--- src/rob_defines.svh ---
/*
 Shape and field widths of the banked reorder buffer.
 Include wherever lane counts, slot depth or register widths are needed.
*/
`ifndef ROB_DEFINES_SVH
`define ROB_DEFINES_SVH

// Issue, writeback and commit lanes, one bank per lane
`define ROB_LANES   2

// Each bank holds 2**ROB_SLOT_AW slots
`define ROB_SLOT_AW 2

`define ROB_PC_W    32
`define ROB_LRF_AW  5
`define ROB_PRF_AW  6

`endif

--- src/rob_geom_pkg.sv ---
/*
 Index and count types for the banked layout of the reorder buffer.
 Used by every block that addresses banks, slots or lane counts.
*/
`include "rob_defines.svh"

package rob_geom_pkg;

   // Bank number, one bank per commit lane
   typedef logic [$clog2(`ROB_LANES)-1:0] bank_idx_t;

   // Slot within one bank
   typedef logic [`ROB_SLOT_AW-1:0] slot_idx_t;

   // Zero up to ROB_LANES lanes
   typedef logic [$clog2(`ROB_LANES+1)-1:0] lane_cnt_t;

endpackage

--- src/rob_uop_pkg.sv ---
/*
 Field types of one reorder buffer entry.
 Shared by the banks, the crossbar and the writeback routing.
*/
`include "rob_defines.svh"

package rob_uop_pkg;

   // Instruction address, also used for the flush target
   typedef logic [`ROB_PC_W-1:0] pc_t;

   typedef logic [`ROB_LRF_AW-1:0] lreg_t;

   typedef logic [`ROB_PRF_AW-1:0] preg_t;

endpackage

--- src/rob_bank.sv ---
/*
 One reorder buffer bank, a first-word-fall-through queue of slots.
 Keeps completion tags per slot; the head entry is always on the outputs.
*/
`timescale 1ns/1ps
`include "rob_defines.svh"

module rob_bank
   import rob_geom_pkg::*;
   import rob_uop_pkg::*;
(
   input  logic      clk,
   input  logic      rst_n,
   input  logic      flush,
   input  logic      push,
   input  logic      pop,
   input  pc_t       push_pc,
   input  lreg_t     push_lrd,
   input  preg_t     push_prd,
   input  logic      push_prd_we,
   input  preg_t     push_pfree,
   input  logic      wb_we,
   input  slot_idx_t wb_slot,
   input  logic      wb_exc,
   input  logic      wb_fls,
   input  pc_t       wb_fls_tgt,
   output logic      valid,
   output logic      full,
   output logic      done,
   output slot_idx_t wptr,
   output pc_t       head_pc,
   output lreg_t     head_lrd,
   output preg_t     head_prd,
   output logic      head_prd_we,
   output preg_t     head_pfree,
   output logic      head_exc,
   output logic      head_fls,
   output pc_t       head_fls_tgt
);

   localparam int SLOTS = 1 << `ROB_SLOT_AW;

   pc_t   pc_mem [SLOTS];
   lreg_t lrd_mem [SLOTS];
   preg_t prd_mem [SLOTS];
   logic  prd_we_mem [SLOTS];
   preg_t pfree_mem [SLOTS];
   pc_t   tgt_mem [SLOTS];
   // Completion tags per slot
   logic [SLOTS-1:0] done_q;
   logic [SLOTS-1:0] exc_q;
   logic [SLOTS-1:0] fls_q;
   slot_idx_t rptr_q;
   slot_idx_t wptr_q;
   logic [`ROB_SLOT_AW:0] cnt_q;

   always_ff @(posedge clk)
   begin
      if (!rst_n || flush)
      begin
         rptr_q <= '0;
         wptr_q <= '0;
         cnt_q  <= '0;
      end
      else
      begin
         if (push)
            wptr_q <= wptr_q + 1'b1;
         if (pop)
            rptr_q <= rptr_q + 1'b1;
         cnt_q <= cnt_q + push - pop;
      end
   end

   always_ff @(posedge clk)
   begin
      if (push)
      begin
         pc_mem[wptr_q]     <= push_pc;
         lrd_mem[wptr_q]    <= push_lrd;
         prd_mem[wptr_q]    <= push_prd;
         prd_we_mem[wptr_q] <= push_prd_we;
         pfree_mem[wptr_q]  <= push_pfree;
      end
      if (wb_we)
         tgt_mem[wb_slot] <= wb_fls_tgt;
   end

   // New entries start incomplete, writeback marks them done
   always_ff @(posedge clk)
   begin
      if (!rst_n)
      begin
         done_q <= '0;
         exc_q  <= '0;
         fls_q  <= '0;
      end
      else
      begin
         if (push)
         begin
            done_q[wptr_q] <= 1'b0;
            exc_q[wptr_q]  <= 1'b0;
            fls_q[wptr_q]  <= 1'b0;
         end
         if (wb_we)
         begin
            done_q[wb_slot] <= 1'b1;
            exc_q[wb_slot]  <= wb_exc;
            fls_q[wb_slot]  <= wb_fls;
         end
      end
   end

   assign valid = (cnt_q != '0);
   assign full  = (cnt_q == SLOTS[`ROB_SLOT_AW:0]);
   assign wptr  = wptr_q;
   assign done  = done_q[rptr_q];

   assign head_pc      = pc_mem[rptr_q];
   assign head_lrd     = lrd_mem[rptr_q];
   assign head_prd     = prd_mem[rptr_q];
   assign head_prd_we  = prd_we_mem[rptr_q];
   assign head_pfree   = pfree_mem[rptr_q];
   assign head_exc     = exc_q[rptr_q];
   assign head_fls     = fls_q[rptr_q];
   assign head_fls_tgt = tgt_mem[rptr_q];

   // Pushes are gated upstream by rob_ready
   a_no_push_full : assert property (@(posedge clk) disable iff (!rst_n || flush)
      push |-> !full);

   // Pops come from the commit chain, which only sees occupied heads
   a_no_pop_empty : assert property (@(posedge clk) disable iff (!rst_n || flush)
      pop |-> valid);

endmodule

--- src/rob_ctrl.sv ---
/*
 Head and tail bank pointers of the reorder buffer.
 Decodes push and pop counts into bank strobes and forms the in-order commit chain.
*/
`timescale 1ns/1ps
`include "rob_defines.svh"

module rob_ctrl
   import rob_geom_pkg::*;
(
   input  logic      clk,
   input  logic      rst_n,
   input  logic      flush,
   input  lane_cnt_t push_size,
   input  lane_cnt_t pop_size,
   input  logic      bank_full [`ROB_LANES],
   input  logic      bank_valid [`ROB_LANES],
   input  logic      bank_done [`ROB_LANES],
   input  slot_idx_t bank_wptr [`ROB_LANES],
   output bank_idx_t head_bank,
   output bank_idx_t tail_bank,
   output logic      bank_push [`ROB_LANES],
   output logic      bank_pop [`ROB_LANES],
   output logic      rob_ready,
   output bank_idx_t free_bank [`ROB_LANES],
   output slot_idx_t free_id [`ROB_LANES],
   output logic      cmt_valid [`ROB_LANES]
);

   bank_idx_t head_q;
   bank_idx_t tail_q;
   // Distance of each bank from the tail and from the head
   bank_idx_t tail_off [`ROB_LANES];
   bank_idx_t head_off [`ROB_LANES];
   // Bank seen by each commit lane
   bank_idx_t lane_bank [`ROB_LANES];
   logic      ent_valid [`ROB_LANES];
   lane_cnt_t cmt_cnt;

   always_ff @(posedge clk)
   begin
      if (!rst_n || flush)
      begin
         head_q <= '0;
         tail_q <= '0;
      end
      else
      begin
         // Entries alternate banks, so pointers advance modulo the bank count
         head_q <= head_q + bank_idx_t'(pop_size);
         tail_q <= tail_q + bank_idx_t'(push_size);
      end
   end

   assign head_bank = head_q;
   assign tail_bank = tail_q;

   always_comb
   begin
      for (int b = 0; b < `ROB_LANES; b++)
      begin
         tail_off[b]  = bank_idx_t'(b) - tail_q;
         head_off[b]  = bank_idx_t'(b) - head_q;
         bank_push[b] = lane_cnt_t'(tail_off[b]) < push_size;
         bank_pop[b]  = lane_cnt_t'(head_off[b]) < pop_size;
      end
   end

   // Where each issue lane lands this cycle
   always_comb
   begin
      for (int i = 0; i < `ROB_LANES; i++)
      begin
         free_bank[i] = tail_q + bank_idx_t'(i);
         free_id[i]   = bank_wptr[tail_q + bank_idx_t'(i)];
      end
   end

   always_comb
   begin
      rob_ready = 1'b1;
      for (int b = 0; b < `ROB_LANES; b++)
      begin
         lane_bank[b] = head_q + bank_idx_t'(b);
         ent_valid[b] = bank_valid[lane_bank[b]] & bank_done[lane_bank[b]];
         rob_ready    = rob_ready & ~bank_full[b];
      end
   end

   // A younger lane commits only behind a committing older lane
   always_comb
   begin
      cmt_valid[0] = ent_valid[0];
      cmt_cnt      = lane_cnt_t'(ent_valid[0]);
      for (int i = 1; i < `ROB_LANES; i++)
      begin
         cmt_valid[i] = cmt_valid[i-1] & ent_valid[i];
         cmt_cnt      = cmt_cnt + lane_cnt_t'(cmt_valid[i]);
      end
   end

   // Issue holds off while any bank is full
   a_push_ready : assert property (@(posedge clk) disable iff (!rst_n || flush)
      (push_size != '0) |-> rob_ready);

   // Commit pops only lanes it was shown as valid
   a_pop_bound : assert property (@(posedge clk) disable iff (!rst_n || flush)
      pop_size <= cmt_cnt);

endmodule

--- src/rob_lane_xbar.sv ---
/*
 Lane to bank crossbar of the reorder buffer.
 Rotates issue lanes onto banks from the tail and bank heads onto commit lanes.
*/
`timescale 1ns/1ps
`include "rob_defines.svh"

module rob_lane_xbar
   import rob_geom_pkg::*;
   import rob_uop_pkg::*;
(
   input  bank_idx_t tail_bank,
   input  bank_idx_t head_bank,
   input  pc_t       push_pc [`ROB_LANES],
   input  lreg_t     push_lrd [`ROB_LANES],
   input  preg_t     push_prd [`ROB_LANES],
   input  logic      push_prd_we [`ROB_LANES],
   input  preg_t     push_pfree [`ROB_LANES],
   input  pc_t       head_pc [`ROB_LANES],
   input  lreg_t     head_lrd [`ROB_LANES],
   input  preg_t     head_prd [`ROB_LANES],
   input  logic      head_prd_we [`ROB_LANES],
   input  preg_t     head_pfree [`ROB_LANES],
   input  logic      head_exc [`ROB_LANES],
   input  logic      head_fls [`ROB_LANES],
   input  pc_t       head_fls_tgt [`ROB_LANES],
   output pc_t       bank_pc [`ROB_LANES],
   output lreg_t     bank_lrd [`ROB_LANES],
   output preg_t     bank_prd [`ROB_LANES],
   output logic      bank_prd_we [`ROB_LANES],
   output preg_t     bank_pfree [`ROB_LANES],
   output pc_t       cmt_pc [`ROB_LANES],
   output lreg_t     cmt_lrd [`ROB_LANES],
   output preg_t     cmt_prd [`ROB_LANES],
   output logic      cmt_prd_we [`ROB_LANES],
   output preg_t     cmt_pfree [`ROB_LANES],
   output logic      cmt_exc [`ROB_LANES],
   output logic      cmt_fls [`ROB_LANES],
   output pc_t       cmt_fls_tgt [`ROB_LANES]
);

   // Issue lane feeding each bank
   bank_idx_t src_lane [`ROB_LANES];
   // Bank read by each commit lane
   bank_idx_t src_bank [`ROB_LANES];

   // Oldest issue lane goes to the tail bank
   always_comb
   begin
      for (int b = 0; b < `ROB_LANES; b++)
      begin
         src_lane[b]    = bank_idx_t'(b) - tail_bank;
         bank_pc[b]     = push_pc[src_lane[b]];
         bank_lrd[b]    = push_lrd[src_lane[b]];
         bank_prd[b]    = push_prd[src_lane[b]];
         bank_prd_we[b] = push_prd_we[src_lane[b]];
         bank_pfree[b]  = push_pfree[src_lane[b]];
      end
   end

   // Commit lane 0 is the head bank, the oldest entry
   always_comb
   begin
      for (int i = 0; i < `ROB_LANES; i++)
      begin
         src_bank[i]    = head_bank + bank_idx_t'(i);
         cmt_pc[i]      = head_pc[src_bank[i]];
         cmt_lrd[i]     = head_lrd[src_bank[i]];
         cmt_prd[i]     = head_prd[src_bank[i]];
         cmt_prd_we[i]  = head_prd_we[src_bank[i]];
         cmt_pfree[i]   = head_pfree[src_bank[i]];
         cmt_exc[i]     = head_exc[src_bank[i]];
         cmt_fls[i]     = head_fls[src_bank[i]];
         cmt_fls_tgt[i] = head_fls_tgt[src_bank[i]];
      end
   end

endmodule

--- src/rob_top.sv ---
/*
 Banked reorder buffer, two banks of four slots.
 Issue pushes up to two entries, writeback completes them, commit pops in order.
*/
`timescale 1ns/1ps
`include "rob_defines.svh"

module rob_top
   import rob_geom_pkg::*;
   import rob_uop_pkg::*;
(
   input  logic      clk,
   input  logic      rst_n,
   input  logic      flush,
   // Issue
   input  lane_cnt_t push_size,
   input  pc_t       push_pc [`ROB_LANES],
   input  lreg_t     push_lrd [`ROB_LANES],
   input  preg_t     push_prd [`ROB_LANES],
   input  logic      push_prd_we [`ROB_LANES],
   input  preg_t     push_pfree [`ROB_LANES],
   output logic      rob_ready,
   output bank_idx_t free_bank [`ROB_LANES],
   output slot_idx_t free_id [`ROB_LANES],
   // Writeback
   input  logic      wb_valid [`ROB_LANES],
   input  bank_idx_t wb_bank [`ROB_LANES],
   input  slot_idx_t wb_id [`ROB_LANES],
   input  logic      wb_exc [`ROB_LANES],
   input  logic      wb_fls [`ROB_LANES],
   input  pc_t       wb_fls_tgt [`ROB_LANES],
   output logic      wb_rob_ready [`ROB_LANES],
   // Commit
   output logic      cmt_valid [`ROB_LANES],
   output pc_t       cmt_pc [`ROB_LANES],
   output lreg_t     cmt_lrd [`ROB_LANES],
   output preg_t     cmt_prd [`ROB_LANES],
   output logic      cmt_prd_we [`ROB_LANES],
   output preg_t     cmt_pfree [`ROB_LANES],
   output logic      cmt_exc [`ROB_LANES],
   output logic      cmt_fls [`ROB_LANES],
   output pc_t       cmt_fls_tgt [`ROB_LANES],
   input  lane_cnt_t pop_size
);

   bank_idx_t head_bank;
   bank_idx_t tail_bank;
   logic      bank_push [`ROB_LANES];
   logic      bank_pop [`ROB_LANES];
   logic      bank_full [`ROB_LANES];
   logic      bank_valid [`ROB_LANES];
   logic      bank_done [`ROB_LANES];
   slot_idx_t bank_wptr [`ROB_LANES];
   // Issue data after rotation onto banks
   pc_t       bank_pc [`ROB_LANES];
   lreg_t     bank_lrd [`ROB_LANES];
   preg_t     bank_prd [`ROB_LANES];
   logic      bank_prd_we [`ROB_LANES];
   preg_t     bank_pfree [`ROB_LANES];
   // Head entry of each bank
   pc_t       head_pc [`ROB_LANES];
   lreg_t     head_lrd [`ROB_LANES];
   preg_t     head_prd [`ROB_LANES];
   logic      head_prd_we [`ROB_LANES];
   preg_t     head_pfree [`ROB_LANES];
   logic      head_exc [`ROB_LANES];
   logic      head_fls [`ROB_LANES];
   pc_t       head_fls_tgt [`ROB_LANES];
   // Writeback steered per bank
   logic      bank_wb_we [`ROB_LANES];
   slot_idx_t bank_wb_slot [`ROB_LANES];
   logic      bank_wb_exc [`ROB_LANES];
   logic      bank_wb_fls [`ROB_LANES];
   pc_t       bank_wb_fls_tgt [`ROB_LANES];

   // Port names match the nets above one to one
   rob_ctrl u_ctrl (.*);

   rob_lane_xbar u_xbar (.*);

   rob_wb_route u_wb_route (.*);

   rob_bank u_bank0
   (
      .clk        (clk),                .rst_n        (rst_n),
      .flush      (flush),              .push         (bank_push[0]),
      .pop        (bank_pop[0]),        .push_pc      (bank_pc[0]),
      .push_lrd   (bank_lrd[0]),        .push_prd     (bank_prd[0]),
      .push_prd_we(bank_prd_we[0]),     .push_pfree   (bank_pfree[0]),
      .wb_we      (bank_wb_we[0]),      .wb_slot      (bank_wb_slot[0]),
      .wb_exc     (bank_wb_exc[0]),     .wb_fls       (bank_wb_fls[0]),
      .wb_fls_tgt (bank_wb_fls_tgt[0]), .valid        (bank_valid[0]),
      .full       (bank_full[0]),       .done         (bank_done[0]),
      .wptr       (bank_wptr[0]),       .head_pc      (head_pc[0]),
      .head_lrd   (head_lrd[0]),        .head_prd     (head_prd[0]),
      .head_prd_we(head_prd_we[0]),     .head_pfree   (head_pfree[0]),
      .head_exc   (head_exc[0]),        .head_fls     (head_fls[0]),
      .head_fls_tgt(head_fls_tgt[0])
   );

   rob_bank u_bank1
   (
      .clk        (clk),                .rst_n        (rst_n),
      .flush      (flush),              .push         (bank_push[1]),
      .pop        (bank_pop[1]),        .push_pc      (bank_pc[1]),
      .push_lrd   (bank_lrd[1]),        .push_prd     (bank_prd[1]),
      .push_prd_we(bank_prd_we[1]),     .push_pfree   (bank_pfree[1]),
      .wb_we      (bank_wb_we[1]),      .wb_slot      (bank_wb_slot[1]),
      .wb_exc     (bank_wb_exc[1]),     .wb_fls       (bank_wb_fls[1]),
      .wb_fls_tgt (bank_wb_fls_tgt[1]), .valid        (bank_valid[1]),
      .full       (bank_full[1]),       .done         (bank_done[1]),
      .wptr       (bank_wptr[1]),       .head_pc      (head_pc[1]),
      .head_lrd   (head_lrd[1]),        .head_prd     (head_prd[1]),
      .head_prd_we(head_prd_we[1]),     .head_pfree   (head_pfree[1]),
      .head_exc   (head_exc[1]),        .head_fls     (head_fls[1]),
      .head_fls_tgt(head_fls_tgt[1])
   );

endmodule

--- src/rob_wb_route.sv ---
/*
 Writeback port arbitration and steering for the reorder buffer banks.
 An older port wins a shared bank; the refused port holds and retries.
*/
`timescale 1ns/1ps
`include "rob_defines.svh"

module rob_wb_route
   import rob_geom_pkg::*;
   import rob_uop_pkg::*;
(
   input  logic      wb_valid [`ROB_LANES],
   input  bank_idx_t wb_bank [`ROB_LANES],
   input  slot_idx_t wb_id [`ROB_LANES],
   input  logic      wb_exc [`ROB_LANES],
   input  logic      wb_fls [`ROB_LANES],
   input  pc_t       wb_fls_tgt [`ROB_LANES],
   output logic      wb_rob_ready [`ROB_LANES],
   output logic      bank_wb_we [`ROB_LANES],
   output slot_idx_t bank_wb_slot [`ROB_LANES],
   output logic      bank_wb_exc [`ROB_LANES],
   output logic      bank_wb_fls [`ROB_LANES],
   output pc_t       bank_wb_fls_tgt [`ROB_LANES]
);

   logic wb_acc [`ROB_LANES];

   // Refuse a port when an older valid port hits the same bank
   always_comb
   begin
      for (int i = 0; i < `ROB_LANES; i++)
      begin
         wb_rob_ready[i] = 1'b1;
         for (int j = 0; j < i; j++)
            if (wb_valid[j] && (wb_bank[j] == wb_bank[i]))
               wb_rob_ready[i] = 1'b0;
         wb_acc[i] = wb_valid[i] & wb_rob_ready[i];
      end
   end

   always_comb
   begin
      for (int b = 0; b < `ROB_LANES; b++)
      begin
         bank_wb_we[b]      = 1'b0;
         bank_wb_slot[b]    = '0;
         bank_wb_exc[b]     = 1'b0;
         bank_wb_fls[b]     = 1'b0;
         bank_wb_fls_tgt[b] = '0;
         for (int j = 0; j < `ROB_LANES; j++)
            if (wb_acc[j] && (wb_bank[j] == bank_idx_t'(b)))
            begin
               bank_wb_we[b]      = 1'b1;
               bank_wb_slot[b]    = wb_id[j];
               bank_wb_exc[b]     = wb_exc[j];
               bank_wb_fls[b]     = wb_fls[j];
               bank_wb_fls_tgt[b] = wb_fls_tgt[j];
            end
      end
   end

endmodule

--- config.mk ---
export PLATFORM = sky130hd
export DESIGN_NAME = rob_top
export DESIGN_NICKNAME = d
export VERILOG_FILES = /design/src/rob_geom_pkg.sv /design/src/rob_uop_pkg.sv /design/src/rob_bank.sv /design/src/rob_ctrl.sv /design/src/rob_lane_xbar.sv /design/src/rob_top.sv /design/src/rob_wb_route.sv
export VERILOG_INCLUDE_DIRS = /design/src
export SDC_FILE = /design/constraint.sdc
export NUM_CORES = 1
export LEC_CHECK = 0
export ABC_AREA = 0
export BUFFER_PORTS_ARGS = -buffer_cell sky130_fd_sc_hd__buf_2
export CORE_AREA = 2 2 273 275
export DETAILED_ROUTE_END_ITERATION = 10
export DIE_AREA = 0 0 275 277
export GPL_ROUTABILITY_DRIVEN = 1
export GPL_TIMING_DRIVEN = 0
export SLEW_MARGIN = 25
export SYNTH_ARGS = -nofsm -noshare
export SYNTH_HDL_FRONTEND = slang
export SYNTH_SLANG_ARGS = --single-unit
--- constraint.sdc ---
create_clock -name clk -period 4.55 [get_ports clk]
set_input_delay 0.455 -clock clk [delete_from_list [all_inputs] [get_ports clk]]
set_output_delay 0.455 -clock clk [all_outputs]
set_load 0.05 [all_outputs]
### After elaboration in Yosys (flattened, before gate mapping)

Memories as Yosys holds them, arrays and structs flattened. A register that Yosys moved wholly into a read port is not among the register bits.
Index checks and enable logic that the tools add are counted.

* add/sub/neg operators: 16
* magnitude comparators: 20
* equality and inequality tests: 3
* muxes and demuxes: 191
* bitwise operators: 25
* reduce and logical (&&, ||, !) cells: 13

Operators with widths (count)
* two-way mux 32 bit: 22
* two-way mux 6 bit: 24
* two-way mux 4 bit: 18
* two-way mux 2 bit: 34
* two-way mux 1 bit: 67
* two-way mux 5 bit: 12
* AND 4 bit: 6
* less-than comparator 2 x 3 -> 1 bit (second input constant): 6
* bitwise mux 4 bit: 4
* binary-select mux 1 bit (select 2 bit): 6
* >= comparator 2 bit (second input constant): 6
* inverter 1 -> 2 bit: 6
* logical AND 1 bit: 9
* adder 2 x 1 -> 2 bit (second input constant): 4
* demux 1 bit (select 2 bit): 4
* >= comparator 2 x 1 -> 1 bit (second input constant): 4
* less-than comparator 1 x 2 -> 1 bit: 4
* inverter 4 bit: 2
* OR 4 bit: 2
* adder 3 x 1 -> 3 bit: 2
* == test 3 bit (second input constant): 2
* nonzero test 3 bit: 2
* subtractor 3 x 1 -> 3 bit: 2
* AND 1 bit: 5
* other kinds (7): 15

* bits in registers: 40
* memory bits (writable): 656
* bits of input ports: 183
* output and inout bits: 179
* word-level logic and storage cells: 294
* memories kept: 12

Memory list
* u_bank0.pc_mem: depth 4, width 32, read ports 1, clocked after memory_dff 1, write ports 1, line rob_bank.sv:43 `pc_t pc_mem [SLOTS];`
* u_bank0.tgt_mem: depth 4, width 32, read ports 1, clocked after memory_dff 1, write ports 1, line rob_bank.sv:48 `pc_t tgt_mem [SLOTS];`
* u_bank1.pc_mem: depth 4, width 32, read ports 1, clocked after memory_dff 1, write ports 1, line rob_bank.sv:43
* u_bank1.tgt_mem: depth 4, width 32, read ports 1, clocked after memory_dff 1, write ports 1, line rob_bank.sv:48
* u_bank0.pfree_mem: depth 4, width 6, read ports 1, clocked after memory_dff 1, write ports 1, line rob_bank.sv:47 `preg_t pfree_mem [SLOTS];`
* u_bank0.prd_mem: depth 4, width 6, read ports 1, clocked after memory_dff 1, write ports 1, line rob_bank.sv:45 `preg_t prd_mem [SLOTS];`
* +6 memories

### Logic depth before layout (Yosys ltp)

* word-level depth: 12
* gate-level depth with buffers: 12
* gate-level depth less buffers: 10

### Hierarchy

Synthesis repeated with hierarchy kept, for this count alone.

* cells, all modules: 1612
* area, all modules: 31108.6 um^2

Modules (own cells, without submodules)
* rob_bank: times used 2, cells an instance 531, area an instance 12867.3 um^2, sequential area each 10269.8 um^2
* rob_lane_xbar: times used 1, cells an instance 298, area an instance 3666.0 um^2, sequential area each 0.0 um^2
* rob_wb_route: times used 1, cells an instance 226, area an instance 1493.9 um^2, sequential area each 0.0 um^2
* rob_ctrl: times used 1, cells an instance 26, area an instance 214.0 um^2, sequential area each 40.0 um^2

### Worst setup path before layout

No wires, ideal clock.

* path type: reg2reg
* from: register u_ctrl.tail_q, in the netlist u_ctrl.tail_bank
* to: memory u_bank0.lrd_mem[0][0] in the netlist's numbering, enable pin
* library setup time: 404 ps
* arrival time: 2653 ps
* data required time: 4146 ps
* slack: 1493 ps
* cell stages (with the launch flop): 8
* path buffers: 3
* clock period less this slack: 3057 ps
* path through: dfxtp_1 clkbuf_1 buf_2 buf_2 inv_1 ha_1 o21ai_0 inv_1

* longest elaborated chain between the ends: 4

RTL lines
* start: declaration: line rob_ctrl.sv:31 `bank_idx_t tail_q;`
* start signal: assignment: line rob_ctrl.sv:51 `tail_q <= tail_q + bank_idx_t'(push_size);`
* subtractor 1 bit: line rob_ctrl.sv:62 `tail_off[b] = bank_idx_t'(b) - tail_q;`
* less-than comparator 1 x 2 -> 1 bit: line rob_ctrl.sv:64 `bank_push[b] = lane_cnt_t'(tail_off[b]) < push_size;`
* two-way mux 1 bit: line rob_bank.sv:77 `if (push)`
* two-way mux 1 bit (implied by the code): line rob_bank.sv:80 `lrd_mem[wptr_q] <= push_lrd;`
* end: declaration: line rob_bank.sv:44 `lreg_t lrd_mem [SLOTS];`

No other way between the ends.

==> impl_metrics.json <==
{
  "dr_total_vias": 18100,
  "tightest_slew_ns": 1.02,
  "ys_ff_latch": 700,
  "layout_min_cycle_time_ns": 3.78,
  "syn_to_final_growth_pct": 19.8,
  "drt_wl_total_mm": 80.8,
  "crit_family": "buffers and inverters",
  "die_w_um": 275,
  "first_pass_iters": 7,
  "pwr-share-comb_pct": 15.2,
  "row_count": 100,
  "clock.fmax_ghz": 0.264,
  "cts_repair_resize_count": 0,
  "yosysUniqueCellTypes": 45,
  "grt_pass1_vias": 18400,
  "h-tree-depth": 3,
  "drtIter0Drc": 1492,
  "cts-root-buf": "clkbuf_16",
  "grt-ovfl-total": 0,
  "syn-cell-area_sq_um": 29900,
  "peakVddDrop_v": 0.000233,
  "internal_power_mw": 11.4,
  "crit_buf_inv": 4,
  "gp_congestion": 0.852,
  "power.density_nw_per_um2": 437,
  "cts_tree": "done",
  "cts-hold-fix-buffers": 0,
  "hold_class": "input port to flop",
  "cts_buffers": 74,
  "finalHoldViolCount": 0,
  "die_y_um": 277,
  "finalCritPeriodShare_pct": 83.1,
  "ys.flop_type": "edfxtp_1",
  "antenna_found_initial": 12,
  "drt-wirelength-per-cell_um": 24.2,
  "grt_start_max_net_pins": 34,
  "worst_slack_ns": 0.767,
  "ys_seq_area_share_pct": 68.9,
  "clock_latency_ns": 0.62,
  "cts_sinks": 700,
  "port-buffer-count": 358,
  "skew_ns": 0.0184,
  "max_slew_margin_pct": 32.2,
  "ant_nets": 0,
  "power_frac_seq_pct": 47.8,
  "avgSynthCellArea_sq_um": 16.1,
  "post_cts_buffers": 0,
  "netlist_instances": 1850,
  "p_switching_mw": 4.22,
  "crit_arrival_ns": 3.33,
  "end_kind": "output port",
  "io_pins": 362,
  "max_cap_viol_count": 0,
  "drc_errors": 0,
  "cpMaxStageDelayCell": "clkbuf_1",
  "die-area_sq_um": 76200,
  "dp_hpwl_mm": 57.0,
  "power.share.clock_pct": 37.0,
  "critPathMaxFanout": 10,
  "p_leak_nw": 12.6,
  "ys_warn_count": 0,
  "cts_max_path_buffers": 3,
  "synth_edf_count": 656,
  "syn-num-nets": 2051,
  "cp.required_ns": 4.09,
  "coreArea_sq_um": 73600,
  "pre_cts_slack_ns": 0.938,
  "initial_utilization_pct": 40.6,
  "drive_gt1_share_pct": 34.7,
  "cp-start-kind": "flop",
  "grt_pass1_wl_mm": 118,
  "status": "complete, no violations",
  "nNetsFinal": 2514,
  "cpMostUsedCell": "clkbuf_1",
  "path_cells": "clkbuf_1 -> clkbuf_1 -> clkbuf_1 -> nand2_1 -> nand2_1 -> buf_2",
  "critical-path-max-stage-delay_ns": 0.67,
  "setup_violations": 0,
  "worstSetupPathType": "flop to output port",
  "viasPerCell": 5.40,
  "rsz0062_at_grt": "no",
  "clkTransAtPathRegs_ns": 0.06,
  "drv_slew": 0,
  "p_sw_share_pct": 27.0,
  "grt_use_total_pct": 21.2,
  "ys_async_sr_fraction_pct": 0,
  "fin_total_pwr_mw": 15.6
}
-- cell families after synthesis --
group	count (synthesis)	synth area share (%)
compound gates	107	3.08
xor+xnor	9	0.264
fa+ha+maj	18	0.805
buf+inv	132	1.84
flops	700	68.9
mux	286	17.1
other cells	1	0.0126
simple gates	597	7.95
-- cell usage after synthesis, types with 2 or more instances --
cell type  instances  area, sq um
nor2b_1            7         43.8
nor3b_1            4         30.0
xnor2_1            6         52.6
edfxtp_1         656        19700
xor2_1             3         26.3
mux2_2           100         1130
a21boi_0           2         15.0
nand2b_1           5         31.3
o21a_1             3         22.5
mux4_2           170         3830
o32ai_4            3         82.6
o22ai_2            3         37.5
o21ai_0           14         70.1
buf_2             29          145
and3_1             2         12.5
a22o_1            64          561
nand2_1          531         1990
and3b_1            2         17.5
clkbuf_1          64          240
dfxtp_1           44          881
mux2i_1           16          160
and2_1            14         87.6
a21oi_1            9         45.0
buf_1             12         45.0
nand3b_1           2         15.0
buf_4              3         22.5
ha_1              16          200
inv_1             22         82.6
or2_2              3         18.8
o31ai_1            2         15.0
nor2_1            23         86.3
fa_1               2         40.0
a32oi_1            2         17.5
-- worst paths after layout --
check        slack [ns]  cells after the start               from                end
max                0.77                      6   u_ctrl.head_bank         cmt_pc[55]
max reg2reg        0.99                     11   u_ctrl.head_bank   u_bank0.cnt_q[2]
min                0.15                      3        pop_size[0]   u_ctrl.head_bank
min reg2reg        0.47                      2  u_bank1.done_q[0]  u_bank1.done_q[0]
-- state kept, by name, indices dropped and copies added, names as in the netlist, 20 cells and up, named ones only --
name               cells
u_bank0.pfree_mem     24
u_bank0.pc_mem       128
u_bank1.prd_mem       24
u_bank1.tgt_mem      128
u_bank1.pc_mem       128
u_bank0.tgt_mem      128
u_bank0.lrd_mem       20
u_bank1.pfree_mem     24
u_bank1.lrd_mem       20
u_bank0.prd_mem       24
-- worst min-delay path, stage by stage --
cell and delay (ns):
buf_2 0.11, ha_1 0.13, nor2_1 0.04
-- power by group through the flow --
stage	clock network, mW	logic (mW)	registers, mW
3_5_place_dp	0	2.38	7.60
5_1_grt	6.11	2.51	7.49
3_3_place_gp	0	2.30	7.60
2_1_floorplan	0	1.62	7.58
6_report	5.77	2.37	7.47
4_1_cts	5.86	2.39	7.47
-- layout by cell type, fill, tap and decap left out, types with 5 or more instances in the layout --
master	netlist	routed
edfxtp_1	656	656
nand2_1	531	531
buf_2	29	387
mux4_2	170	170
mux2_2	100	100
clkbuf_16	0	76
clkbuf_1	64	75
a22o_1	64	64
dfxtp_1	44	44
nor2_1	23	23
mux2i_1	16	16
ha_1	16	16
and2_1	14	14
o21ai_0	14	14
clkinv_1	0	14
inv_1	22	13
clkinv_2	0	13
buf_1	12	12
buf_8	0	10
a21oi_1	9	9
buf_12	0	9
inv_4	0	8
nor2b_1	7	7
buf_6	1	6
xnor2_1	6	6
diode_2	0	5
nand2b_1	5	5
buf_16	0	5
-- through the flow --
stage	TNS [ns]	std cells	utilization, %	hold WS, ns	cell area (sq um)
5_1_grt	0	3343	48.6	0.140	35800
4_1_cts	0	3338	48.6	0.109	35700
2_1_floorplan	0	1850	-	0.440	29900
6_report	0	3344	48.6	0.150	35800
3_3_place_gp	-62.11	3177	44.7	0.455	32900
3_5_place_dp	0	3205	45.4	0.466	33400
-- layer usage --
layer	global-route usage, %	part of all wire (%)	vias to the layer above
met5	0	0.072	-
met4	6.76	2.7	10
met3	3.76	6.3	132
met2	35.3	50	605
met1	28.1	41	9361
li1	-	-	7955
-- area by class of cell --
type	instances	area, sq um
Fill cell	6202	37800
Sequential cell	700	20600
Buffer	109	469
Multi-Input combinational cell	1018	8760
Clock inverter	39	304
Inverter	23	106
Tap cell	969	1210
Clock buffer	94	2000
Antenna cell	5	12.5
Timing Repair Buffer	387	2320
Note: power is estimated with default switching activity, not from simulation.
